`src/design/icache_way_ram.sv`:
```
`timescale 1ns/1ps

module icache_way_ram #(
    parameter  int WIDTH      = 32,
    parameter  int DEPTH      = 64,
    localparam int ADDR_WIDTH = $clog2(DEPTH)
) (
    input  logic                  clk,
    input  logic                  en_i,
    input  logic                  we_i,
    input  logic [ADDR_WIDTH-1:0] addr_i,
    input  logic [WIDTH-1:0]      wdata_i,
    output logic [WIDTH-1:0]      rdata_o
);

    logic [WIDTH-1:0] mem [DEPTH];

    // Read-first is not needed, a write leaves rdata_o untouched
    always_ff @(posedge clk) begin
        if (en_i) begin
            if (we_i) begin
                mem[addr_i] <= wdata_i;
            end else begin
                rdata_o <= mem[addr_i];
            end
        end
    end

endmodule

```
`config.mk`:
```
export PLATFORM = sky130hd
export DESIGN_NAME = icache_way_ram
export DESIGN_NICKNAME = d
export VERILOG_FILES = /design/src/design/icache_way_ram.sv
export SDC_FILE = /design/constraint.sdc
export NUM_CORES = 2
export LEC_CHECK = 0
export BUFFER_PORTS_ARGS = -buffer_cell sky130_fd_sc_hd__buf_4
export CAP_MARGIN = 10
export CORE_MARGIN = 5
export CORE_UTILIZATION = 50
export DETAILED_ROUTE_END_ITERATION = 10
export PLACE_DENSITY_LB_ADDON = 0.08
export SETUP_SLACK_MARGIN = 0.4
export SLEW_MARGIN = 0
export SYNTH_ARGS = -nofsm -noshare
export SYNTH_HDL_FRONTEND = slang
export SYNTH_SLANG_ARGS = --single-unit
```
`constraint.sdc`:
```
create_clock -name clk -period 8.9 [get_ports clk]
set_input_delay 0.445 -clock clk [delete_from_list [all_inputs] [get_ports clk]]
set_output_delay 0.445 -clock clk [all_outputs]
set_load 0.05 [all_outputs]
```
Word level (Yosys, flattened, before mapping)
Memories as Yosys holds them, arrays and structs flattened. A register that Yosys moved wholly into a read port is not among the register bits. Index checks and enable logic that the tools add are counted.

Multiplexer cells: 3. Bitwise operators: 1. Reductions and logical operators: 1.

Operator list (number): $mux 1 (3); $reduce_and 2->1 (1); $not 1->1 (1).

Register bits after elaboration: 0. Bits in writable memories: 2048. Input port bits: 41. Output and inout port bits: 32. Memories kept: 1.

Memories: mem (depth 64, bits a word 32, rd ports 1, clocked after Yosys merged registers in 1, write ports 1, line 16) `logic [WIDTH-1:0] mem [DEPTH];`.

Longest topological paths before layout
Word-level depth: 3. Mapped depth: 12. Gate-level depth less buffers: 6.

Least setup slack after synthesis
OpenSTA, ideal clock, no wires.

Path type: input to register. Start point: in addr_i[2]. End point: mem mem[15][0] (enable). Setup time: 0.421 ns. Arrival: 3.397 ns. Required time: 8.479 ns. Slack: 5.081 ns. Stages: 9. Buffers on the path: 6. Cell sequence: buf_6 buf_4 buf_4 buf_2 buf_2 clkbuf_1 and3_1 nand2_1 nor2_1.

RTL lines: start: declaration (line 11) `input logic [ADDR_WIDTH-1:0] addr_i,`; end: declaration (line 16).

Straight into the memory's write port.

==> results.toml <==
[floorplanning]
fp.coreArea_mm2 = 0.156
io_pins = 73
initial_core_util_pct = 50.3
row_count = 145
die_area_mm2 = 0.165
die_y_um = 406
die_w_um = 406

[layout]
syn_to_final_growth_pct = 12.1
drive_above_1_share_pct = 13.5
fillers = 11959
nets = 4541
register_area_mm2 = 0.0625
multi_input_area_mm2 = 0.0152

[power]
peakVddDrop_mv = 0.184
total_power_w = 0.0200
power_density_mw_per_mm2 = 228
p_leak_nw = 27.5

[sta]
slew_violations = 0
worst_pin_slew_ns = 1.10
fmax_ghz = 0.238
finalCritPeriodShare_pct = 47.1
setup_violations = 0
slew_headroom_pct = 26.3
rsz0062_at_grt = "no"
period_needed_ns = 4.19
hold_slack_ns = 0.169
clock_skew_ns = 0.0269
setup_tns_ns = 0
timing_hold_violations_final = 0

[synthesis]
ys_async_sr_fraction_pct = 0
synth.area.top_cells = "edfxtp_1 (80%), a22oi_1 (4.6%), mux2i_1 (3.1%)"
synth_seq_cells = 2080
synth_largest_area_cell = "edfxtp_1"
ys_seq_area_share_pct = 79.6
postSynthAreaPerCell_um2 = 17.7
syn-cell-area_mm2 = 0.0785
synthesis.nets = 4477
ys_types = 54
synth_edf_count = 2080
synth_top_area_share_pct = 79.6
synthFlopType = "edfxtp_1"
synth_commonest_cells = "edfxtp_1 (2080), a22oi_1 (477), mux2i_1 (242)"
synth_warnings = 0
synth_cells = 4436
synth.most_common_cell = "edfxtp_1"

[global_route]
gr-usage-all-layers_pct = 27.6
grt_overflow = 0
antenna_found_initial = 23
grt_max_degree = 139
grt_pass1_wl_mm = 323
grt_pass1_vias = 41900

[hold_path]
hp-class = "primary input to flop"
min_from = "wdata_i[30]"

[routing]
highest_layer = "met5"
wl_per_cell_um = 34.2
wl_mm = 230
met3_wirelength_mm = 21.6
drt-met1-wl_mm = 95.9
ant_nets = 0
drt_iter0_drc = 5677
remaining_drc_errors = 0
vias = 43979
viasPerCell = 6.53
dr.pass1.iters = 6
dr_wl_met2_mm = 108

[clock_tree]
clkSlewWorstSetupHoldPaths_ns = 0.06
cts_tree = "yes"
clock-sinks = 2080
cts_made_buffers = 208
cts_setup_buffers = 0
root_buffer = "clkbuf_16"
cts_hold_buffers = 0
h-tree-depth = 4
insertion_delay_ns = 0.81
post_cts_resize_count = 0
clock_path_buffers = 3

[flow_run]
drv_cap = 0

[critical_path]
cp-startpoint = "addr_i[2]"
crit_path_start_kind = "primary input"
crit_type = "primary input to flop"
reg2reg_from = "mem[6][3]"
worst_setup_path_end_kind = "flop"
cp_data_required_time_ns = 9.43
critical_path_arrival_ns = 4.73
crit_fanout = 110

[placement]
gp_congestion = 0.810
port_buffers = 72
dp_hpwl_mm = 130

[run_status]
status = "complete, no violations"
## per-stage QoR
step / cells / setup slack (ns) / cell area, um2 / utilization [%]
after global placement: 6347 / 4.00 / 81800 / 52.3
after detailed placement: 6348 / 3.95 / 81800 / 52.4
after floorplan: 4436 / 5.08 / 78500 / -
after CTS: 6722 / 4.82 / 88000 / 56.3
final: 6732 / 4.71 / 88000 / 56.3
after global routing: 6725 / 4.69 / 88000 / 56.3
## cells in the final DEF (no fill, tap or decap), drive strengths merged, types with 4 or more instances in the layout
master	instances
a211o	16
mux4	8
inv	7
clkbuf	284
o22a	30
or4	14
o22ai	238
bufinv	7
diode	10
nand3	6
a21boi	14
clkinv	75
clkinvlp	4
o21ai	97
a311oi	16
nor4	15
a22oi	477
a31oi	44
a211oi	17
a221o	14
nor2b	10
edfxtp	2080
nand2	119
nor3	49
mux2	72
a21oi	70
o221ai	21
or3	30
nor2	155
mux2i	242
buf	183
o32ai	4
o211ai	15
a22o	29
a221oi	171
## worst max-delay path, stage by stage
cell       delay, ns
buf_8           0.22
buf_12          0.28
and2_4          0.59
buf_12          0.29
a221oi_1        0.58
nor2_1          0.09
o21ai_0         0.58
o2111ai_1       0.28
or4b_2          0.65
## layer usage
layer | up-vias | global-route usage (%)
li1 | 18624 | -
met1 | 22916 | 40.3
met2 | 2101 | 42.8
met3 | 324 | 6.24
met4 | 14 | 6.69
met5 | - | 0
## area by class of cell
type	count	area share, %
Sequential cell	2080	71.0
Multi-Input combinational cell	2024	17.3
Clock buffer	284	6.33
Tap cell	2058	2.93
Timing Repair Buffer	183	1.72
Clock inverter	90	0.718
Antenna cell	10	0.0284
Inverter	3	0.0156
## worst paths after layout
| path | to | slack, ns | cells past startpoint |
|---|---|---|---|
| max | rdata_o[1] | 4.71 | 9 |
| max reg2reg | rdata_o[3] | 6.18 | 6 |
| min | mem[60][30] | 0.17 | 1 |
| min reg2reg | rdata_o[19] | 0.75 | 3 |
## registers in the layout (all words and copies together) (netlist names)
signal   cells
rdata_o     32
mem       2048
## power by group
| group | leakage, nW | total, W | switching [W] | internal [W] |
|---|---|---|---|---|
| registers | 18.7 | 0.0109 | 0.0000211 | 0.0108 |
| logic | 5.75 | 0.00104 | 0.000780 | 0.000260 |
| clock network | 3.04 | 0.00813 | 0.00357 | 0.00456 |
| total | 27.5 | 0.0200 | 0.00437 | 0.0157 |
## cell families (layout without fill, tap and decap cells)
family                 after synthesis  in the layout  share of synthesized area [%]
AOI/OAI and AO/OA                 1283           1283                           11.8
other                                0             10                              0
muxes                              322            322                           4.35
buffers and inverters              332            560                           1.80
DFF                               2080           2080                           79.6
and+or+nand+nor                    419            419                           2.44
(Power assumes the default switching activity.)
