$ cat src/design/icache_lfsr.sv
`timescale 1ns/1ps

module icache_lfsr #(
    parameter  int NWAY      = 2,
    localparam int WAY_WIDTH = (NWAY > 1) ? $clog2(NWAY) : 1
) (
    input  logic                 clk,
    input  logic                 rst,
    output logic [WAY_WIDTH-1:0] victim_o
);

    logic [15:0] lfsr_q;
    logic        feedback;

    // x^16 + x^14 + x^13 + x^11 + 1
    assign feedback = lfsr_q[15] ^ lfsr_q[13] ^ lfsr_q[12] ^ lfsr_q[10];

    always_ff @(posedge clk) begin
        if (rst) begin
            lfsr_q <= 16'hace1;
        end else begin
            lfsr_q <= {lfsr_q[14:0], feedback};
        end
    end

    // Single way cache always replaces way 0
    assign victim_o = (NWAY > 1) ? lfsr_q[WAY_WIDTH-1:0] : '0;

endmodule

$ cat config.mk
export PLATFORM = sky130hd
export DESIGN_NAME = icache_lfsr
export DESIGN_NICKNAME = d
export VERILOG_FILES = /design/src/design/icache_lfsr.sv
export SDC_FILE = /design/constraint.sdc
export NUM_CORES = 1
export LEC_CHECK = 0
export CAP_MARGIN = 15
export CORE_AREA = 4 4 41 43
export CTS_CLUSTER_DIAMETER = 30
export DETAILED_ROUTE_END_ITERATION = 10
export DIE_AREA = 0 0 45 47
export DONT_BUFFER_PORTS = 1
export PLACE_DENSITY_LB_ADDON = 0.15
export SYNTH_ARGS = -nofsm -noshare
export SYNTH_HDL_FRONTEND = slang
export SYNTH_SLANG_ARGS = --single-unit
$ cat constraint.sdc
create_clock -name clk -period 1.39 [get_ports clk]
set_input_delay 0.139 -clock clk [delete_from_list [all_inputs] [get_ports clk]]
set_output_delay 0.139 -clock clk [all_outputs]
set_load 0.01 [all_outputs]
Word-level counts from Yosys, hierarchy flattened
Cells that the tools add are included.

storage, ports and cells
  flip-flop bits (word level) = 16
  input port bits = 2
  output and inout port bits = 1

operators by class
  bitwise operators = 3

operators with widths
  operator   count
  XOR 1 bit  3

Longest topological paths before layout
Gate-level depths: netlist of run 1.

  depth in word-level cells = 3
  mapped depth = 3

Worst setup path before layout of run 1
No wires, ideal clock.

  kind = flip-flop to flip-flop
  start = reg lfsr_q[12]
  end = reg lfsr_q[0]
  setup time = 0.117 ns
  arrival time = 0.659 ns
  required time = 1.273 ns
  setup slack = 0.615 ns
  stages on the path, launching flop included = 4
  buffers on the path = 0
  cell sequence = dfxtp_1 > xor2_1 > xnor2_1 > nand2b_1

between the ends
  word-level cells in the longest chain between the ends = 2

ends and longest elaborated chain
  what                      RTL line  source
  start: declaration        12        logic [15:0] lfsr_q;
  start signal: assignment  22        lfsr_q <= {lfsr_q[14:0], feedback};
  XOR 1 bit (2 in series)   16        assign feedback = lfsr_q[15] ^ lfsr_q[13] ^ lfsr_q[12] ^ lfsr_q[10];

No other way between the ends.
A chain may end at the register's enable or synchronous reset.

Final worst setup path of run 1
  start = in rst
  end = reg lfsr_q[5]

RTL lines
  what                RTL line  source
  start: declaration  8         input logic rst,

No word-level cell between the ends.

==> results.cfg, run 1 <==
[outcome]
status = complete, no violations

[cts]
post_cts_buffers = 0
cts_num_sinks = 16
cts-root-buf = clkbuf_4
ctsResizeCount = 0
clk_pin_slew_worst_paths_ns = 0.09
clockBufferDepth = 2
clock_latency_ns = 0.27
cts_tree = done
cts_max_level = 1
cts_buffers = 3

[cells_and_area]
layout.cells.non_filler = 55
final_common_cell = dfxtp_1
largest_reg_flops = 16
seq_area_um2 = 320
syn2layout_area_growth_pct = 12.7
regMostFlops = lfsr_q
multi_input_area_um2 = 126
final_core_util_pct = 39.3
n_antenna_cell = 0
final_cell_mix = dfxtp_1, nor2b_1, or2_1, clkbuf_4, xor2_1
design_area_um2 = 512
reg_top3 = lfsr_q x16
drive_above_1_share_pct = 10.0
final.fill_count = 131
nets = 43

[setup_path]
crit_buf_inv = 1
max_stage_delay_ns = 0.71
crit_path_end_kind = flop
cp_slowest_cell = dlygate4sd3_1
crit_path_start_kind = input port
reg2reg_slack_ns = 0.54
required_ns = 1.56
path_cells = dlygate4sd3_1 -> or2_1
criticalPathCategory = in -> reg
cpLargestDelayFamily = buffers and inverters
critPathArrivalTime_ns = 1.14
cp_max_fo = 16

[sta]
setup_viol = 0
fin_crit_sh_pct = 69.8
hold_violations = 0
maxSlewViolCount = 0
fin_setup_tns_ns = 0
fin_skew_ns = 0.000782
max_freq_ghz = 1.03
setup_ws_ns = 0.420
max_slew_margin_pct = 70.5
grt_setup_unrepaired = no
fin_crit_ns = 0.970
whs_ns = 0.416
worst_slew_pin_slew_ns = 0.440

[global_routing]
grt-ovfl-total = 0
grt-busiest-layer = met2
grt_pass1_wl_um = 945
grt_use_met2_pct = 9.04
grt_pass1_vias = 234
use_met1_pct = 8.12
grt_antenna_before_repair = 0
met3_usage_pct = 3.45
grt_max_degree = 17
grt_usage_pct = 6.52

[yosys]
synth_warnings = 0
synth_nets = 38
syn-cell-area_um2 = 454
yosysSeqAreaShare_pct = 70.5
yosysTopAreaCell = dfxtp_1
netlist_instances = 36
yosysUniqueCellTypes = 7
synth_top_cells_by_area = dfxtp_1, nor2b_1, or2_1
ys_ff_latch = 16
synth_top_area_share_pct = 70.5
postSynthAreaPerCell_um2 = 12.6

[floorplan]
chipWidth_um = 45
die_h_um = 47
start_util_pct = 34.9
rows = 13
die-area_um2 = 2120
fp.coreArea_um2 = 1300
ioPinCount = 3

[place]
dp_hpwl_um = 338
place_inst = 50
numPortBuffers = 0
preCtsSetupSlack_ns = 0.574
dpl_cell_area_um2 = 465
gp_congestion = 0.662

[drt]
wirelength_um = 534
drc = 0
dr.pass1.iters = 1
routedWlPerCell_um = 9.71
vias = 217
drt-vias-per-instance = 3.95
ant_nets = 0
dr.first_iter.drc_count = 0

[power]
totalPowerFinal_mw = 0.839
irDropWorstVdd_uv = 651
power.density_nw_per_um2 = 1640
p_leak_nw = 0.202

[hold_path]
hold_class = reg -> reg

[job]
max_cap_violations = 0
[area by class of cell]
cell class,count,share of cell area (%)
sequential,16,62.6
tap,15,3.67
multi-input combinational,19,24.7
clock buffer,4,7.09
timing repair buffer,1,1.96
[final timing paths]
check	start	endpoint	cells after the start
setup reg to reg	lfsr_q[13]	lfsr_q[0]	3
setup / recovery	rst	lfsr_q[5]	2
hold reg to reg	lfsr_q[6]	lfsr_q[7]	1
hold / removal	lfsr_q[6]	lfsr_q[7]	1
[cell families after synthesis]
kind of cell	count (synthesis)	synth area share, %
AND/OR/NAND/NOR	16	22.0
flip-flops	16	70.5
buffers and inverters	1	1.65
XOR/XNOR	3	5.79
[synth_stat cells]
| cell | n |
|---|---|
| nor2b_1 | 8 |
| buf_4 | 1 |
| or2_1 | 7 |
| xor2_1 | 2 |
| dfxtp_1 | 16 |
| nand2b_1 | 1 |
| xnor2_1 | 1 |
[what timing repair did]
item,4_1_cts,5_1_grt
hold buffers,1,0
setup endpoints to repair,0,0
endpoints found under the hold margin,16,0
[per-layer routing]
metal | up-vias | part of all wire [%]
met4 | 0 | 0
met2 | 1 | 46
li1 | 114 | -
met5 | - | 0
met1 | 102 | 51
met3 | 0 | 2.4
[power breakdown]
part	switching, mW	internal (mW)
Clock	0.133	0.159
Sequential	0.0137	0.491
Combinational	0.0178	0.0244
Total	0.165	0.675
Power figures use the tool's default switching activity.
==> run 2, diff against run 1 <==
- clock period: 1.39 -> 0.9 ns (I/O delays scaled with it)
==> results.cfg, run 2 (same netlist as run 1, synthesis figures left out) <==
[global_routing]
grt_pass1_vias = 223
grt_usage_pct = 6.85
grt_antenna_before_repair = 0
grt_pass1_wl_um = 972
grt_max_degree = 17
grt-ovfl-total = 0

[sta]
whs_ns = -0.126
fin_crit_sh_pct = 92.3
max_freq_ghz = 1.20
hold_violations = 16
grt_setup_unrepaired = yes
setup_viol = 0
maxSlewViolCount = 0
worst_slew_pin_slew_ns = 0.150
max_slew_margin_pct = 90.0
fin_crit_ns = 0.831
fin_skew_ns = 0.00139

[drt]
routedWlPerCell_um = 9.78
drc = 0
drt-vias-per-instance = 4.02
ant_nets = 0
wirelength_um = 528
dr.pass1.iters = 1
vias = 217
dr.first_iter.drc_count = 0

[cts]
cts_max_level = 1
cts_tree = done
cts-root-buf = clkbuf_4
cts_num_sinks = 16
clockBufferDepth = 2
clock_latency_ns = 0.27
post_cts_buffers = 0
cts_buffers = 3
clk_pin_slew_worst_paths_ns = 0.08

[outcome]
status = complete, but fails checks
violations = hold timing

[cells_and_area]
final_cell_mix = dfxtp_1, nor2b_1, or2_1, clkbuf_4, dfxtp_2
syn2layout_area_growth_pct = 12.9
drive_above_1_share_pct = 20.5
layout.cells.non_filler = 54
largest_reg_flops = 16
multi_input_area_um2 = 134
final.fill_count = 136
final_common_cell = dfxtp_1
reg_top3 = lfsr_q x16
regMostFlops = lfsr_q
final_core_util_pct = 39.4
seq_area_um2 = 324
n_antenna_cell = 0
nets = 42

[floorplan]
rows = 13
die-area_um2 = 2120
start_util_pct = 34.9
ioPinCount = 3
fp.coreArea_um2 = 1300
die_h_um = 47
chipWidth_um = 45

[place]
dp_hpwl_um = 339
gp_congestion = 0.630
numPortBuffers = 0
place_inst = 50

[hold_path]
hold_class = in -> reg

[setup_path]
crit_path_end_kind = flop
required_ns = 1.07
crit_path_start_kind = flop
criticalPathCategory = reg -> reg
cp_max_fo = 2
critPathArrivalTime_ns = 1.00

[power]
power.density_nw_per_um2 = 2510
p_leak_nw = 0.200
irDropWorstVdd_uv = 965

[job]
max_cap_violations = 0
run 2: cell types whose count changed in the layout (fill, tap and decap cells not counted), sizes merged:
cell / before / now
dlygate4sd3: 1 / 0
run 2: routing by layer:
layer  up-vias  global-route usage [%]  wire, µm
li1        112                       -         -
met1       104                    8.39       265
met2         1                    9.04       247
met3         0                    4.60        15
met4         0                    3.51         0
met5         -                       0         0
run 2: report_power, final:
group | internal (mW) | switching (mW)
clock network | 0.246 | 0.201
logic | 0.0371 | 0.0197
registers | 0.761 | 0.0238
run 2: stage by stage:
step	setup WS (ns)	hold slack [ns]	setup TNS, ns	power (mW)	instance area, µm²
2_1_floorplan	0.125	0.162	0	0.844	454
3_3_place_gp	0.0506	0.164	0	0.850	465
3_5_place_dp	0.0853	0.165	0	0.850	465
4_1_cts	0.0489	-0.137	0	1.31	502
5_1_grt	-0.0119	-0.148	-0.0119	1.36	513
6_report	0.0694	-0.126	0	1.29	513
run 2: final timing paths:
kind              startpoint         end  slack [ns]  depth (start not counted)
setup / recovery  lfsr_q[10]   lfsr_q[0]        0.07                          3
hold / removal           rst   lfsr_q[9]       -0.13                          1
setup reg to reg  lfsr_q[10]   lfsr_q[0]        0.07                          3
hold reg to reg    lfsr_q[9]  lfsr_q[10]        0.42                          1
run 2: area by class of cell:
class / instances / area share [%]
Tap cell: 15 / 3.66
Multi-Input combinational cell: 19 / 26.1
Sequential cell: 16 / 63.2
Clock buffer: 4 / 7.07
run 2: critical path, cell delays in order, from the launching register on:
cell      delay (ns)
dfxtp_2         0.34
xor2_1          0.17
xnor2_1         0.14
nand2b_1        0.08
run 2: repair_timing:
item / in CTS / in global routing
gates resized for setup: 0 / 4
endpoints found under the setup margin: 0 / 1
endpoints found under the hold margin: 16 / 16
