<file path="config.mk">
export PLATFORM = sky130hd
export DESIGN_NAME = icache_lookup
export DESIGN_NICKNAME = d
export VERILOG_FILES = /design/src/design/icache_pkg.sv /design/src/design/icache_lookup.sv
export SDC_FILE = /design/constraint.sdc
export NUM_CORES = 1
export LEC_CHECK = 0
export ABC_AREA = 0
export BUFFER_PORTS_ARGS = -buffer_cell sky130_fd_sc_hd__clkbuf_2
export CAP_MARGIN = 20
export CORE_AREA = 2 2 246 248
export CTS_CLUSTER_DIAMETER = 150
export DETAILED_ROUTE_END_ITERATION = 8
export DIE_AREA = 0 0 248 250
export PLACE_DENSITY_LB_ADDON = 0.25
export SLEW_MARGIN = 5
export SYNTH_ARGS = -nofsm -noshare
export SYNTH_HDL_FRONTEND = slang
export SYNTH_SLANG_ARGS = --single-unit
</file>
<file path="constraint.sdc">
create_clock -name clk -period 2.5 [get_ports clk]
set_clock_uncertainty 0.15 [all_clocks]
set_input_delay 0 -clock clk [delete_from_list [all_inputs] [get_ports clk]]
set_output_delay 0 -clock clk [all_outputs]
set_load 0.05 [all_outputs]
</file>
<file path="src/design/icache_pkg.sv">
package icache_pkg;

    ////////////////////////////////////////////////////////////
    // Geometry
    ////////////////////////////////////////////////////////////

    // Byte address
    localparam int ADDR_WIDTH = 32;

    // One cache line, also the memory transfer size
    localparam int LINE_WIDTH = 128;

    // Byte offset inside a line
    localparam int OFFSET_WIDTH = $clog2(LINE_WIDTH / 8);

    ////////////////////////////////////////////////////////////
    // Types
    ////////////////////////////////////////////////////////////

    typedef logic [ADDR_WIDTH-1:0] addr_t;

    typedef logic [LINE_WIDTH-1:0] line_t;

    // Controller states
    typedef enum logic [1:0] {
        IDLE,
        REFILL_REQ,
        REFILL_WAIT,
        INVALIDATE
    } ctrl_state_t;

endpackage

</file>
<file path="src/design/icache_lookup.sv">
`timescale 1ns/1ps

module icache_lookup #(
    parameter  int NWAY            = 2,
    parameter  int NSET            = 64,
    localparam int IDX_WIDTH       = $clog2(NSET),
    localparam int TAG_WIDTH       = icache_pkg::ADDR_WIDTH - IDX_WIDTH
                                     - icache_pkg::OFFSET_WIDTH,
    localparam int TAG_ENTRY_WIDTH = TAG_WIDTH + 1
) (
    input  logic                                  clk,
    input  logic                                  rst,
    input  logic                                  accept_i,
    input  icache_pkg::addr_t                     addr_i,
    input  logic                                  uncached_i,
    input  logic                                  refill_done_i,
    input  logic [NWAY-1:0][TAG_ENTRY_WIDTH-1:0]  tag_rdata_i,
    input  icache_pkg::line_t [NWAY-1:0]          data_rdata_i,
    input  icache_pkg::line_t                     mem_line_i,
    output logic                                  busy_o,
    output logic                                  hit_o,
    output logic                                  miss_o,
    output icache_pkg::addr_t                     req_addr_o,
    output logic                                  req_uncached_o,
    output logic                                  rvalid_o,
    output icache_pkg::line_t                     rdata_o
);

    logic                 pending_q;
    logic                 missed_q;
    icache_pkg::addr_t    req_addr_q;
    logic                 req_uncached_q;
    logic [TAG_WIDTH-1:0] req_tag;
    logic [NWAY-1:0]      way_hit;
    logic                 any_hit;

    ////////////////////////////////////////////////////////////
    // Request register
    ////////////////////////////////////////////////////////////

    // A new acceptance replaces a request answered in the same cycle
    always_ff @(posedge clk) begin
        if (rst) begin
            pending_q <= 1'b0;
            missed_q  <= 1'b0;
        end else if (accept_i) begin
            pending_q <= 1'b1;
            missed_q  <= 1'b0;
        end else if (hit_o || refill_done_i) begin
            pending_q <= 1'b0;
            missed_q  <= 1'b0;
        end else if (miss_o) begin
            missed_q <= 1'b1;
        end
    end

    always_ff @(posedge clk) begin
        if (accept_i) begin
            req_addr_q     <= addr_i;
            req_uncached_q <= uncached_i;
        end
    end

    ////////////////////////////////////////////////////////////
    // Tag compare
    ////////////////////////////////////////////////////////////

    assign req_tag = req_addr_q[icache_pkg::ADDR_WIDTH-1 -: TAG_WIDTH];

    // Entry layout is {valid, tag}
    always_comb begin
        for (int i = 0; i < NWAY; i++) begin
            way_hit[i] = tag_rdata_i[i][TAG_WIDTH]
                         && (tag_rdata_i[i][TAG_WIDTH-1:0] == req_tag);
        end
    end

    assign any_hit = |way_hit;

    // Uncached reads always go to memory
    assign hit_o  = pending_q & ~missed_q & ~req_uncached_q & any_hit;
    assign miss_o = pending_q & ~missed_q & (req_uncached_q | ~any_hit);
    assign busy_o = pending_q;

    assign req_addr_o     = req_addr_q;
    assign req_uncached_o = req_uncached_q;

    // Response
    assign rvalid_o = hit_o | (pending_q & refill_done_i);

    always_comb begin
        rdata_o = mem_line_i;
        for (int i = 0; i < NWAY; i++) begin
            if (hit_o && way_hit[i]) begin
                rdata_o = data_rdata_i[i];
            end
        end
    end

endmodule

</file>
Yosys cells after proc, flatten, opt, wreduce, memory -nomap -nowiden:

Index checks and enable logic that the tools add are counted.

* equal/unequal tests: 2
* muxes and demuxes: 4
* bitwise operators: 10
* reductions and logical operators: 8

Operators with widths (count)
* $mux W128: 2
* $eq A22 B22 Y1: 2
* $and A1 B1 Y1: 5
* $logic_and A1 B1 Y1: 4
* $not A1 Y1: 3
* $reduce_or A3 Y1: 1
* $mux W1: 2
* $or A1 B1 Y1: 2
* $reduce_bool A2 Y1: 1
* $reduce_or A2 Y1: 1
* $logic_or A1 B1 Y1: 1

* flip-flop bits (word level): 35
* input port bits: 467
* output and inout port bits: 165
* word-level logic and storage cells: 28

Logic depth before layout (Yosys ltp):

* depth in word-level cells: 7
* depth in mapped cells: 9
* depth with buffers taken out: 5

Worst setup path before layout:

No wires, ideal clock.

* kind: register to output
* from: register req_addr_q[11], in the netlist req_addr_o[11]
* to: output port rdata_o[100]
* data arrival time: 3118 ps
* data required time: 2350 ps
* setup slack: -768 ps
* cell stages (with the launch flop): 10
* path buffers: 4
* path through: edfxtp_1 -> xnor2_1 -> nand4_1 -> or4_1 -> buf_2 -> buf_6 -> buf_6 -> buf_6 -> o32a_1 -> a2bb2oi_1

* cells in the longest elaborated chain, start to end: 7
* elaborated cells on any way between the ends: 10
* classes of those cells: eq/ne (2); mux (2); bitwise (1); reduce/logical (5)

RTL lines
* start, declared: line icache_lookup.sv:31 `icache_pkg::addr_t req_addr_q;`
* start signal, assigned: line icache_lookup.sv:59 `req_addr_q <= addr_i;`
* $eq A22 B22 Y1: line icache_lookup.sv:74 `&& (tag_rdata_i[i][TAG_WIDTH-1:0] == req_tag);`
* $logic_and A1 B1 Y1: line icache_lookup.sv:74
* $reduce_or A2 Y1: line icache_lookup.sv:78 `assign any_hit = |way_hit;`
* $and A1 B1 Y1: line icache_lookup.sv:81 `assign hit_o = pending_q & ~missed_q & ~req_uncached_q & any_hit;`
* $logic_and A1 B1 Y1: line icache_lookup.sv:94 `if (hit_o && way_hit[i]) begin`
* $mux W128: line icache_lookup.sv:94
* $mux W128 (*): line icache_lookup.sv:94
* end, declared: line icache_lookup.sv:26 `output icache_pkg::line_t rdata_o`

Mark *: on every way between the ends. The rest lies on a longest branch, timed or not.

Final worst setup path:

* from: register req_addr_q[11], in the netlist req_addr_o[11]
* to: output port rdata_o[70]

Same word-level chain as after synthesis.

==> run_results.csv <==
group,metric,value,unit
status,outcome,"finished, violations left",
status,violated_checks,"setup timing",
placement,worst_setup_timing_slack_at_the_placement_stage,-0.284,ns
timing,report.final.slew_viol_count,0,
placement,placedInstanceArea,14200,um^2
finish,syn_to_final_growth,181,%
yosys,yosys_most_used_dff,"edfxtp_1",
global_route,grt_util_all_layers,14.3,%
yosys,synth_top_cell_area_share,22.3,%
pwr,ir_worst_vdd,0.645,mV
timing,final.period_utilization,119,%
yosys,synth.area.top_cells,"o32a_1 (22%), a2bb2oi_1 (19%), edfxtp_1 (17%), o21ai_0 (11%), nand2_1 (8.5%)",
timing,fmax,335,MHz
finish,multiInputGateArea,6620,um^2
die,effective_utilization_at_floorplan,9.66,%
yosys,synth.yosys.warnings,0,
placement,dp_hpwl,34700,um
yosys,post_synth_net_total,1215,
die,fp.coreArea,59600,um^2
die,core_rows,90,
drt,detail-route-antenna-nets,0,
finish,final-seq-area,1030,um^2
worst_setup_path,reg2reg_capture_point,"missed_q",
die,die_y,250,um
yosys,syn_avg_cell_area,7.69,um^2
yosys,synth-edff-count,33,
timing,finalSetupViolations,131,
global_route,groute.layer.met1.usage,15.9,%
hold_path,timing.hold.worst.start,"mem_line_i[37]",
drt,number_of_detailed_route_iterations_in_the_first_pass,5,
pwr,totalPowerFinal,3.93,mW
finish,final_area,16100,um^2
drt,wirelength,48500,um
pwr,power.static_leakage,6.32,nW
timing,timing_hold_violations_final,0,
drt,drtIter0Drc,417,
yosys,post-synth-top-area-cell,"o32a_1",
global_route,via_count_of_the_first_global_routing_pass,10500,
timing,grt_setup_unrepaired,"true",
drt,detail_route.vias_per_cell,4.32,
die,die_width,248,um
global_route,grt_max_degree,77,
timing,post-route-min-period,2.98,ns
worst_setup_path,crit_required,2.35,ns
placement,port_buffers,631,
worst_setup_path,timing_worst_setup_path_type,"reg2out",
worst_setup_path,reg2reg_path_depth,7,
global_route,antenna_found_initial,5,
placement,globalplace.congestion,0.846,
placement,dp_cells,2224,
yosys,synth.most_common_cell,"nand2_1",
yosys,post_synth_instance_area,5750,um^2
cts,cts_buffers,5,
global_route,gr-total-overflow,0,
worst_setup_path,rr_startpoint,"req_addr_o[11]",
worst_setup_path,worstPathMaxFanout,25,
worst_setup_path,endpoint_kind,"primary output",
hold_path,worst_hold_path.endpoint,"rdata_o[37]",
hold_path,hold_crit_class,"in2out",
worst_setup_path,arrival,2.83,ns
drt,post_drt_wl_per_cell,21.2,um
worst_setup_path,worstSetupStartpointType,"flop",
worst_setup_path,r2r_setup_slack,0.01,ns
finish,fin_nets,1974,
yosys,netlist-cell-type-count,27,
yosys,most_instantiated_cells_after_synthesis,"nand2_1 (130), a2bb2oi_1 (128), o21ai_0 (128), o32a_1 (128), clkbuf_1 (98)",
timing,timing_worst_slew_pin_value,0.815,ns
global_route,gr-max-usage-layer,"met2",
hold_path,hold_path_depth,4,
timing,maxSlewHeadroom,45.7,%
cts,insertion_delay,0.29,ns
finish,ratio_of_cells_with_drive_above_1_in_the_final_layout,66.6,%
cts,cts_max_path_buffers,2,
finish,layout.filler_cells,6335,
job,max_cap_viol_count,0,
global_route,grtUsageMet3,3.01,%
yosys,synth.yosys.seq_area_share,17.9,%
global_route,grt_pass1_wl,67400,um
cts,clock-sinks,35,
cts,htree_levels,2,
drt,drt_drc_violations_left,0,
yosys,post_synth_inst_count,748,
cts,cts.root.buffer_cell,"clkbuf_16",
cts,cts.clk_slew.worst_paths,0.07,ns
die,floorplan.die_area,62000,um^2
timing,final_worst_slack,-0.483,ns
yosys,ys_ff_latch,35,
finish,instances_no_fill,2291,
pwr,power_per_cell_area,243,nW/um^2
drt,dr_total_vias,9887,
worst_setup_path,cp-startpoint,"req_addr_o[11]",
yosys,synth_async_sr_flop_share,0,%
die,io_pins,632,
cts,tritoncts,"done",
global_route,grt_use_met2,26.7,%
==> power breakdown <==
| part | leakage, nW | internal (mW) | switching [mW] | total [mW] |
|---|---|---|---|---|
| Sequential | 0.340 | 0.694 | 0.0333 | 0.727 |
| Combinational | 5.90 | 1.21 | 1.23 | 2.44 |
| Clock | 0.0844 | 0.476 | 0.285 | 0.762 |
| Total | 6.32 | 2.38 | 1.55 | 3.93 |
==> worst max-delay path, cell delays in order (launching register included) <==
cell and delay [ns]:
edfxtp_1 0.43, xnor2_2 0.18, nand4_1 0.16, or4_4 0.67, buf_16 0.21, buf_12 0.18, o32a_1 0.31, a2bb2oi_4 0.18
buf_12 0.15
==> registers in the layout, indices dropped and copies added (netlist names) <==
name and count:
busy_o 1, missed_q 1, req_addr_o 32, req_uncached_o 1
==> layout by cell type, fill, tap and decap left out, drive strengths merged, types with 2 or more instances in the layout <==
| cell | instances |
|---|---|
| nor2 | 4 |
| o21ai | 128 |
| dlygate4sd3 | 35 |
| o31a | 2 |
| nor2b | 2 |
| nor4 | 2 |
| o32a | 128 |
| dfxtp | 2 |
| nand2 | 130 |
| buf | 306 |
| or4 | 2 |
| a2bb2oi | 128 |
| nand3 | 4 |
| clkbuf | 531 |
| or2 | 2 |
| inv | 2 |
| edfxtp | 33 |
| or3b | 3 |
| xnor2 | 44 |
| nand4 | 13 |
==> metrics by stage <==
| step | hold slack, ns | util [%] | TNS, ns |
|---|---|---|---|
| floorplan | -0.0511 | - | -42.94 |
| global placement | 0.0277 | 23.9 | -22.03 |
| detailed placement | 0.0287 | 23.9 | -23.75 |
| CTS | 0.231 | 26.7 | -57.85 |
| global route | 0.237 | 27.1 | -66.12 |
| finish | 0.218 | 27.1 | -54.53 |
==> logic make-up after synthesis <==
family,count (synthesis),share of synthesized area [%]
xor+xnor,44,6.70
compound gates,391,53.9
flops,35,17.9
buf+inv,116,9.55
simple gates,162,11.9
==> cell type report <==
cell class                 instances  area share (%)
timing repair buffer             867            45.4
multi-input combinational        597            41.0
sequential                        35            6.40
tap                              782            6.06
clock buffer                       5           0.775
clock inverter                     3           0.295
inverter                           1          0.0233
antenna                            1          0.0155
==> per-layer routing <==
layer	wire, um	up-vias
met2	25400	449
li1	-	4525
met1	17900	4840
met4	1570	8
met3	3650	65
met5	51	-
==> worst max path at each step <==
stage / cells past startpoint / slack, ns / endpoint
final: 8 / -0.48 / rdata_o[70]
after global routing: 8 / -0.57 / rdata_o[9]
after CTS: 8 / -0.52 / rdata_o[116]
after detailed placement: 9 / -0.28 / rdata_o[0]
after global placement: 9 / -0.28 / rdata_o[0]
after floorplan: 8 / -0.61 / rdata_o[3]
==> repair_timing <==
item                       in CTS  in global routing
resized for setup             206                 67
hold endpoints to repair       35                  0
pin swaps                      19                 15
hold buffers                   35                  0
setup buffers                   8                  6
gates cloned                    9                  5
setup endpoints to repair     132                133
Power figures use the tool's default switching activity.
