**config.mk**
```make
export PLATFORM = sky130hd
export DESIGN_NAME = icache_ctrl
export DESIGN_NICKNAME = d
export VERILOG_FILES = /design/src/design/icache_pkg.sv /design/src/design/icache_ctrl.sv
export SDC_FILE = /design/constraint.sdc
export NUM_CORES = 1
export LEC_CHECK = 0
export BUFFER_PORTS_ARGS = -buffer_cell sky130_fd_sc_hd__clkbuf_2
export CAP_MARGIN = 15
export CORE_AREA = 2 2 154 156
export CTS_CLUSTER_SIZE = 40
export DETAILED_ROUTE_END_ITERATION = 12
export DIE_AREA = 0 0 156 158
export GPL_TIMING_DRIVEN = 0
export PLACE_DENSITY = 0.46
export SYNTH_ARGS = -nofsm -noshare
export SYNTH_HDL_FRONTEND = slang
export SYNTH_SLANG_ARGS = --single-unit
```
**constraint.sdc**
```tcl
create_clock -name clk -period 1.35 [get_ports clk]
set_input_delay 0.0675 -clock clk [delete_from_list [all_inputs] [get_ports clk]]
set_output_delay 0.0675 -clock clk [all_outputs]
set_load 0.02 [all_outputs]
```
**src/design/icache_pkg.sv**
```systemverilog
package icache_pkg;

    ////////////////////////////////////////////////////////////
    // Geometry
    ////////////////////////////////////////////////////////////

    // Byte address
    localparam int ADDR_WIDTH = 32;

    // One cache line, also the memory transfer size
    localparam int LINE_WIDTH = 128;

    // Byte offset inside a line
    localparam int OFFSET_WIDTH = $clog2(LINE_WIDTH / 8);

    ////////////////////////////////////////////////////////////
    // Types
    ////////////////////////////////////////////////////////////

    typedef logic [ADDR_WIDTH-1:0] addr_t;

    typedef logic [LINE_WIDTH-1:0] line_t;

    // Controller states
    typedef enum logic [1:0] {
        IDLE,
        REFILL_REQ,
        REFILL_WAIT,
        INVALIDATE
    } ctrl_state_t;

endpackage

```
**src/design/icache_ctrl.sv**
```systemverilog
`timescale 1ns/1ps

module icache_ctrl #(
    parameter  int NWAY            = 2,
    parameter  int NSET            = 64,
    localparam int IDX_WIDTH       = $clog2(NSET),
    localparam int TAG_WIDTH       = icache_pkg::ADDR_WIDTH - IDX_WIDTH
                                     - icache_pkg::OFFSET_WIDTH,
    localparam int TAG_ENTRY_WIDTH = TAG_WIDTH + 1,
    localparam int WAY_WIDTH       = (NWAY > 1) ? $clog2(NWAY) : 1
) (
    input  logic                       clk,
    input  logic                       rst,
    input  logic                       req_i,
    input  icache_pkg::addr_t          addr_i,
    input  logic                       invalidate_i,
    input  logic                       busy_i,
    input  logic                       hit_i,
    input  logic                       miss_i,
    input  icache_pkg::addr_t          req_addr_i,
    input  logic                       req_uncached_i,
    input  logic [WAY_WIDTH-1:0]       victim_i,
    input  logic                       mem_valid_i,
    input  icache_pkg::line_t          mem_line_i,
    output logic                       ack_o,
    output logic                       refill_done_o,
    output logic                       ram_en_o,
    output logic [IDX_WIDTH-1:0]       ram_addr_o,
    output logic [NWAY-1:0]            tag_we_o,
    output logic [NWAY-1:0]            data_we_o,
    output logic [TAG_ENTRY_WIDTH-1:0] tag_wdata_o,
    output icache_pkg::line_t          data_wdata_o,
    output logic                       mem_req_o,
    output icache_pkg::addr_t          mem_addr_o
);

    icache_pkg::ctrl_state_t state, next_state;

    logic [IDX_WIDTH-1:0] inv_cnt;
    logic                 inv_done;
    logic                 refill_write;

    ////////////////////////////////////////////////////////////
    // State machine
    ////////////////////////////////////////////////////////////

    // Sweep the tags right out of reset
    always_ff @(posedge clk) begin
        if (rst) begin
            state <= icache_pkg::INVALIDATE;
        end else begin
            state <= next_state;
        end
    end

    always_comb begin
        next_state = state;
        case (state)
            icache_pkg::IDLE: begin
                if (miss_i) begin
                    next_state = icache_pkg::REFILL_REQ;
                end else if (invalidate_i && !busy_i) begin
                    next_state = icache_pkg::INVALIDATE;
                end
            end
            icache_pkg::REFILL_REQ: begin
                next_state = icache_pkg::REFILL_WAIT;
            end
            icache_pkg::REFILL_WAIT: begin
                if (mem_valid_i) begin
                    next_state = icache_pkg::IDLE;
                end
            end
            icache_pkg::INVALIDATE: begin
                if (inv_done) begin
                    next_state = icache_pkg::IDLE;
                end
            end
            default: begin
                next_state = icache_pkg::IDLE;
            end
        endcase
    end

    // Invalidate index
    assign inv_done = (inv_cnt == IDX_WIDTH'(NSET - 1));

    always_ff @(posedge clk) begin
        if (rst) begin
            inv_cnt <= '0;
        end else if (state == icache_pkg::INVALIDATE && !inv_done) begin
            inv_cnt <= inv_cnt + 1'b1;
        end else begin
            inv_cnt <= '0;
        end
    end

    ////////////////////////////////////////////////////////////
    // CPU handshake
    ////////////////////////////////////////////////////////////

    // An idle cache with nothing pending lets a sweep go first
    assign ack_o = (state == icache_pkg::IDLE) && req_i
                   && (busy_i ? hit_i : !invalidate_i);

    assign refill_done_o = (state == icache_pkg::REFILL_WAIT) && mem_valid_i;
    assign refill_write  = refill_done_o && !req_uncached_i;

    ////////////////////////////////////////////////////////////
    // RAM ports
    ////////////////////////////////////////////////////////////

    always_comb begin
        ram_en_o    = 1'b0;
        ram_addr_o  = req_addr_i[icache_pkg::OFFSET_WIDTH +: IDX_WIDTH];
        tag_we_o    = '0;
        data_we_o   = '0;
        tag_wdata_o = {1'b1, req_addr_i[icache_pkg::ADDR_WIDTH-1 -: TAG_WIDTH]};
        case (state)
            icache_pkg::IDLE: begin
                ram_en_o   = ack_o;
                ram_addr_o = addr_i[icache_pkg::OFFSET_WIDTH +: IDX_WIDTH];
            end
            icache_pkg::INVALIDATE: begin
                ram_en_o    = 1'b1;
                ram_addr_o  = inv_cnt;
                tag_we_o    = '1;
                tag_wdata_o = '0;
            end
            icache_pkg::REFILL_WAIT: begin
                ram_en_o = refill_write;
                for (int i = 0; i < NWAY; i++) begin
                    if (refill_write && victim_i == WAY_WIDTH'(i)) begin
                        tag_we_o[i]  = 1'b1;
                        data_we_o[i] = 1'b1;
                    end
                end
            end
            default: begin
            end
        endcase
    end

    assign data_wdata_o = mem_line_i;

    // Memory side
    assign mem_req_o  = (state == icache_pkg::REFILL_REQ);
    assign mem_addr_o = req_addr_i;

endmodule

```
### Word level (Yosys, flattened, before mapping)

Index checks and enable logic that the tools add are counted.

| storage, ports and cells | value |
|---|---|
| output and inout port bits | 197 |
| bits in registers | 8 |
| input bits | 202 |
| logic and storage cells | 40 |

| operators by class | value |
|---|---|
| reductions and logical operators | 15 |
| muxes and demuxes | 13 |
| equality and inequality tests | 7 |
| bitwise gates (word level) | 2 |
| add/subtract/negate cells | 1 |

Operators with widths:

| operator | count |
|---|---|
| 2-to-1 mux 23 bit | 1 |
| one-hot mux 6 bit (2 select lines) | 1 |
| 2-to-1 mux 2 bit | 5 |
| logical AND 1 bit | 8 |
| one-hot mux 2 bit (4 select lines) | 1 |
| adder 6 x 1 -> 6 bit (second input constant) | 1 |
| equality test 6 bit (second input constant) | 1 |
| equality test 2 bit (second input constant) | 2 |
| zero test 1 bit | 4 |
| inequality test 2 bit (second input constant) | 2 |
| one-hot mux 2 bit (2 select lines) | 1 |
| 2-to-1 mux 1 bit | 3 |
| inequality test 3 bit (second input constant) | 1 |
| one-hot mux 1 bit (3 select lines) | 1 |
| AND reduction 3 bit | 1 |
| equality test 2 x 1 -> 1 bit (second input constant) | 1 |
| zero test 2 bit | 1 |
| NOT 1 bit | 2 |
| OR reduction 2 bit | 1 |

### Depth between registers and ports, before layout

| depth | value |
|---|---|
| word-level depth | 6 |
| mapped depth | 6 |
| gate-level depth less buffers | 6 |

### Worst setup path before layout

Ideal clock, no wire load.

| timing | value |
|---|---|
| path kind | reg-to-output |
| from | register state[0] |
| to | output port tag_we_o[1] |
| data required time | 1.283 ns |
| cell stages (with the launch flop) | 7 |
| path buffers | 0 |
| arrival | 1.452 ns |
| setup slack | -0.169 ns |
| path through | dfxtp_1 -> inv_1 -> ha_1 -> and2_4 -> nor2b_1 -> and2_1 -> or2_1 |

| between the ends | value |
|---|---|
| word-level cells in the longest chain between the ends | 6 |
| elaborated cells on any way between the ends | 7 |
| those cells by class | eq/ne (2); mux (2); reduce/logical (3) |

Ends and longest elaborated chain:

| element | line | text |
|---|---|---|
| start: declaration | icache_ctrl.sv:37 | `icache_pkg::ctrl_state_t state, next_state;` |
| start signal: assignment | icache_ctrl.sv:50 | `state <= icache_pkg::INVALIDATE;` |
| start signal: assignment | icache_ctrl.sv:52 | `state <= next_state;` |
| equality test 2 bit | icache_ctrl.sv:106 | `assign refill_done_o = (state == icache_pkg::REFILL_WAIT) && mem_valid_i;` |
| logical AND 1 bit | icache_ctrl.sv:106 |  |
| net refill_done_o | icache_ctrl.sv:26 | `output logic refill_done_o,` |
| logical AND 1 bit | icache_ctrl.sv:107 | `assign refill_write = refill_done_o && !req_uncached_i;` |
| logical AND 1 bit | icache_ctrl.sv:133 | `if (refill_write && victim_i == WAY_WIDTH'(i)) begin` |
| 2-to-1 mux 1 bit | icache_ctrl.sv:133 |  |
| one-hot mux 2 bit (2 select lines) | icache_ctrl.sv:119 | `case (state)` |
| end: declaration | icache_ctrl.sv:29 | `output logic [NWAY-1:0] tag_we_o,` |

The timed path passes the listed nets, and every way through them passes these cells.

### Final worst setup path

| timing | value |
|---|---|
| from | register state[0] |
| to | output port tag_we_o[1] |

| between the ends | value |
|---|---|
| word-level cells in the longest chain between the ends | 6 |
| elaborated cells on any way between the ends | 7 |
| those cells by class | eq/ne (2); mux (2); reduce/logical (3) |

Ends and longest elaborated chain:

| element | line |
|---|---|
| equality test 2 bit | icache_ctrl.sv:106, icache_ctrl.sv:119 |
| logical AND 1 bit | icache_ctrl.sv:106 |
| logical AND 1 bit | icache_ctrl.sv:107 |
| logical AND 1 bit | icache_ctrl.sv:133 |
| 2-to-1 mux 1 bit | icache_ctrl.sv:133 |
| one-hot mux 2 bit (2 select lines) (*) | icache_ctrl.sv:119 |

Every way passes the cells marked *; elsewhere a longest branch is shown, timed or not.

==> impl_metrics.csv <==
group,metric,value,unit
cells_and_area,final_nets,735,
sta,post-route-period-util,1.21,
pwr,pwr_density_cell,1250,mW/mm2
grt,grt-ovfl-total,0,
cells_and_area,final_cell_mix,"clkbuf_2 (204), buf_4 (189), buf_6 (14), nor2b_1 (13), nor2b_4 (10)",
pwr,ir_drop,332,uV
cells_and_area,fillers,2578,
setup_path,cp_common_cell,"and2_4",
detailed_routing,drt-total-wl,8930,um
placed_design,gp_congestion,0.693,
sta,grt_setup_unrepaired,"yes",
cells_and_area,areaGrowthSynthToFinish,120,%
pwr,leakage,2.38,nW
hold_path,min_path_type,"in2reg",
die,die_x,156,um
cts,path_clk_slew,40,ps
logic_synthesis,yosys_warnings,0,
grt,grt_pass1_wl,10800,um
placed_design,pre_cts_ws,-450,ps
setup_path,worstPathRequired,1280,ps
logic_synthesis,synth-async-reset-ratio,0,
cts,cts_buffer_depth,2,
setup_path,critPathMaxStageDelay,360,ps
setup_path,slowest_stage,"dfxtp_4",
grt,track_usage,0.0595,
detailed_routing,dr.pass1.iters,4,
setup_path,reg2reg_from,"state[0]",
cells_and_area,final_common_cell,"clkbuf_2",
sta,maxSlewHeadroom,0.775,
cells_and_area,num_antenna_cells,0,
cells_and_area,seq_area,168,um2
die,initial_core_util,0.0843,
sta,worst_pin_slew,335,ps
sta,skew,1.29,ps
logic_synthesis,yosysSeqAreaShare,0.0824,
die,pin_count,399,
detailed_routing,ant_nets,0,
sta,setup_viol,43,
cts,clkSinkCount,8,
logic_synthesis,synthesis.nets,470,
status,status,"complete, but fails checks",
grt,grt_pass1_vias,1996,
logic_synthesis,synth_cell_types,27,
sta,setup_slack,-280,ps
cts,ctsHoldBuffers,0,
die,die_h,158,um
cts,clk_latency,230,ps
setup_path,reg2reg_to,"state[0]",
setup_path,worst-path-max-fanout,4,
setup_path,critical_path.startpoint_type,"flop",
logic_synthesis,synth_area,0.00194,mm2
hold_path,min_from,"rst",
die,die_area,0.0246,mm2
status,violations,"negative setup slack",
cts,cts_tree,"built",
setup_path,crit_type,"reg2out",
setup_path,r2r_slack,-110,ps
placed_design,dpl.hpwl,7700,um
setup_path,worst_setup_path_end_kind,"output port",
logic_synthesis,syn_avg_cell_area,7.42,um2
setup_path,arrival,1560,ps
cells_and_area,design_area,0.00428,mm2
setup_path,rr_worst_depth,7,
logic_synthesis,syn_inst,262,
setup_path,worstPathCellList,"inv_4 > ha_4 > and2_4 > nor2b_4 > and2_4 > or2_4 > buf_8",
detailed_routing,vias,2428,
detailed_routing,drt_iter0_markers,32,
cells_and_area,drive_gt1_frac,0.895,
cells_and_area,multiInputGateArea,761,um2
setup_path,crit_buf_inv,2,
grt,grt_antenna_before_repair,1,
hold_path,min_to,"inv_cnt[2]",
cts,root_buffer,"clkbuf_16",
hold_path,hold_depth,2,
grt,grtUsageMet3,0.0140,
sta,fmaxAchievable,614,MHz
cts,h-tree-depth,1,
setup_path,cpLargestDelayFamily,"simple AND/OR/NAND/NOR gates",
detailed_routing,avgRoutedWirePerCell,11.0,um
logic_synthesis,synth_edf_count,0,
job,cap_violations,0,
logic_synthesis,synth_ff_type,"dfxtp_1",
die,core,0.0231,mm2
grt,grt_max_degree,9,
placed_design,placed_cell_area,0.00352,mm2
cts,numCtsBuffers,3,
die,row_count,56,
sta,finalMaxSlewViolations,0,
grt,busiest_layer,"met2",
detailed_routing,post-route-drc-count,0,
sta,hold_viol_final,0,
logic_synthesis,synth_seq_cells,8,
grt,use_met1,0.0551,
sta,period_needed,1630,ps
detailed_routing,vias_per_cell,2.98,
grt,grtUsageMet2,0.130,
placed_design,port_buffers,240,
-- synth_stat cells, types with 2 or more instances --
cell      instances  area (um2)
a22oi_1           6        45.0
o21ai_0           8        40.0
nor2_1           12        45.0
buf_4           160        1200
nor2b_1          23         144
xnor2_1           2        17.5
dfxtp_1           8         160
mux2i_1           2        20.0
ha_1              6        75.1
clkbuf_1          3        11.3
xor2_1            2        17.5
inv_1             8        30.0
o21ai_2           2        17.5
nand2_1           7        26.3
-- worst max-delay path by stage --
stage	cells past startpoint	endpoint	from
after floorplan	4	ram_addr_o[0]	state[0]
after global placement	5	ram_addr_o[5]	state[1]
after detailed placement	5	tag_we_o[0]	state[1]
after CTS	7	tag_we_o[1]	state[0]
after global routing	7	tag_we_o[1]	state[0]
final	7	tag_we_o[1]	state[0]
-- sequential cells by signal, summed over array words and instances, names as in the netlist --
| name | flops |
|---|---|
| inv_cnt | 6 |
| state | 2 |
-- layout make-up --
| type | instances | area share |
|---|---|---|
| Multi-Input combinational cell | 82 | 0.178 |
| Sequential cell | 8 | 0.0392 |
| Buffer | 164 | 0.300 |
| Timing Repair Buffer | 260 | 0.372 |
| Tap cell | 290 | 0.0848 |
| Inverter | 8 | 0.00848 |
| Clock buffer | 3 | 0.0175 |
-- routing by layer --
| metal | up-vias | part of all wire |
|---|---|---|
| met3 | 6 | 0.098 |
| met4 | 2 | 0.0076 |
| met5 | - | 0.00078 |
| met1 | 1045 | 0.32 |
| met2 | 192 | 0.58 |
| li1 | 1183 | - |
-- cells by family (layout without fill, tap and decap cells) --
group | after synthesis | count (layout) | synth area share
adders and majority gates | 6 | 6 | 0.0386
AOI/OAI and AO/OA | 19 | 19 | 0.0676
DFF | 8 | 8 | 0.0824
muxes | 2 | 2 | 0.0103
buffers and inverters | 172 | 435 | 0.642
and+or+nand+nor | 51 | 51 | 0.142
xor gates and xnor gates | 4 | 4 | 0.0180
-- repair_timing --
item / in CTS / in global routing
resized for setup: 103 / 71
setup endpoints to repair: 43 / 44
pin swaps: 11 / 8
setup buffers: 15 / 4
gates cloned: 3 / 0
-- per-stage QoR --
step,setup TNS [ps],hold slack [ps],utilization,instances,total power [W]
after floorplan,-814,144,-,262,0.00223
after global placement,-11050,341,0.153,792,0.00326
after detailed placement,-11130,347,0.153,792,0.00326
after CTS,-7500,113,0.179,813,0.00512
after global routing,-8500,123,0.186,815,0.00569
final,-6100,112,0.186,815,0.00536
-- report_power, final --
part / internal [W] / switching (W)
registers: 0.000299 / 0.0000750
logic: 0.00231 / 0.00219
clock network: 0.000382 / 0.000112
Note: power is estimated with default switching activity, not from simulation.
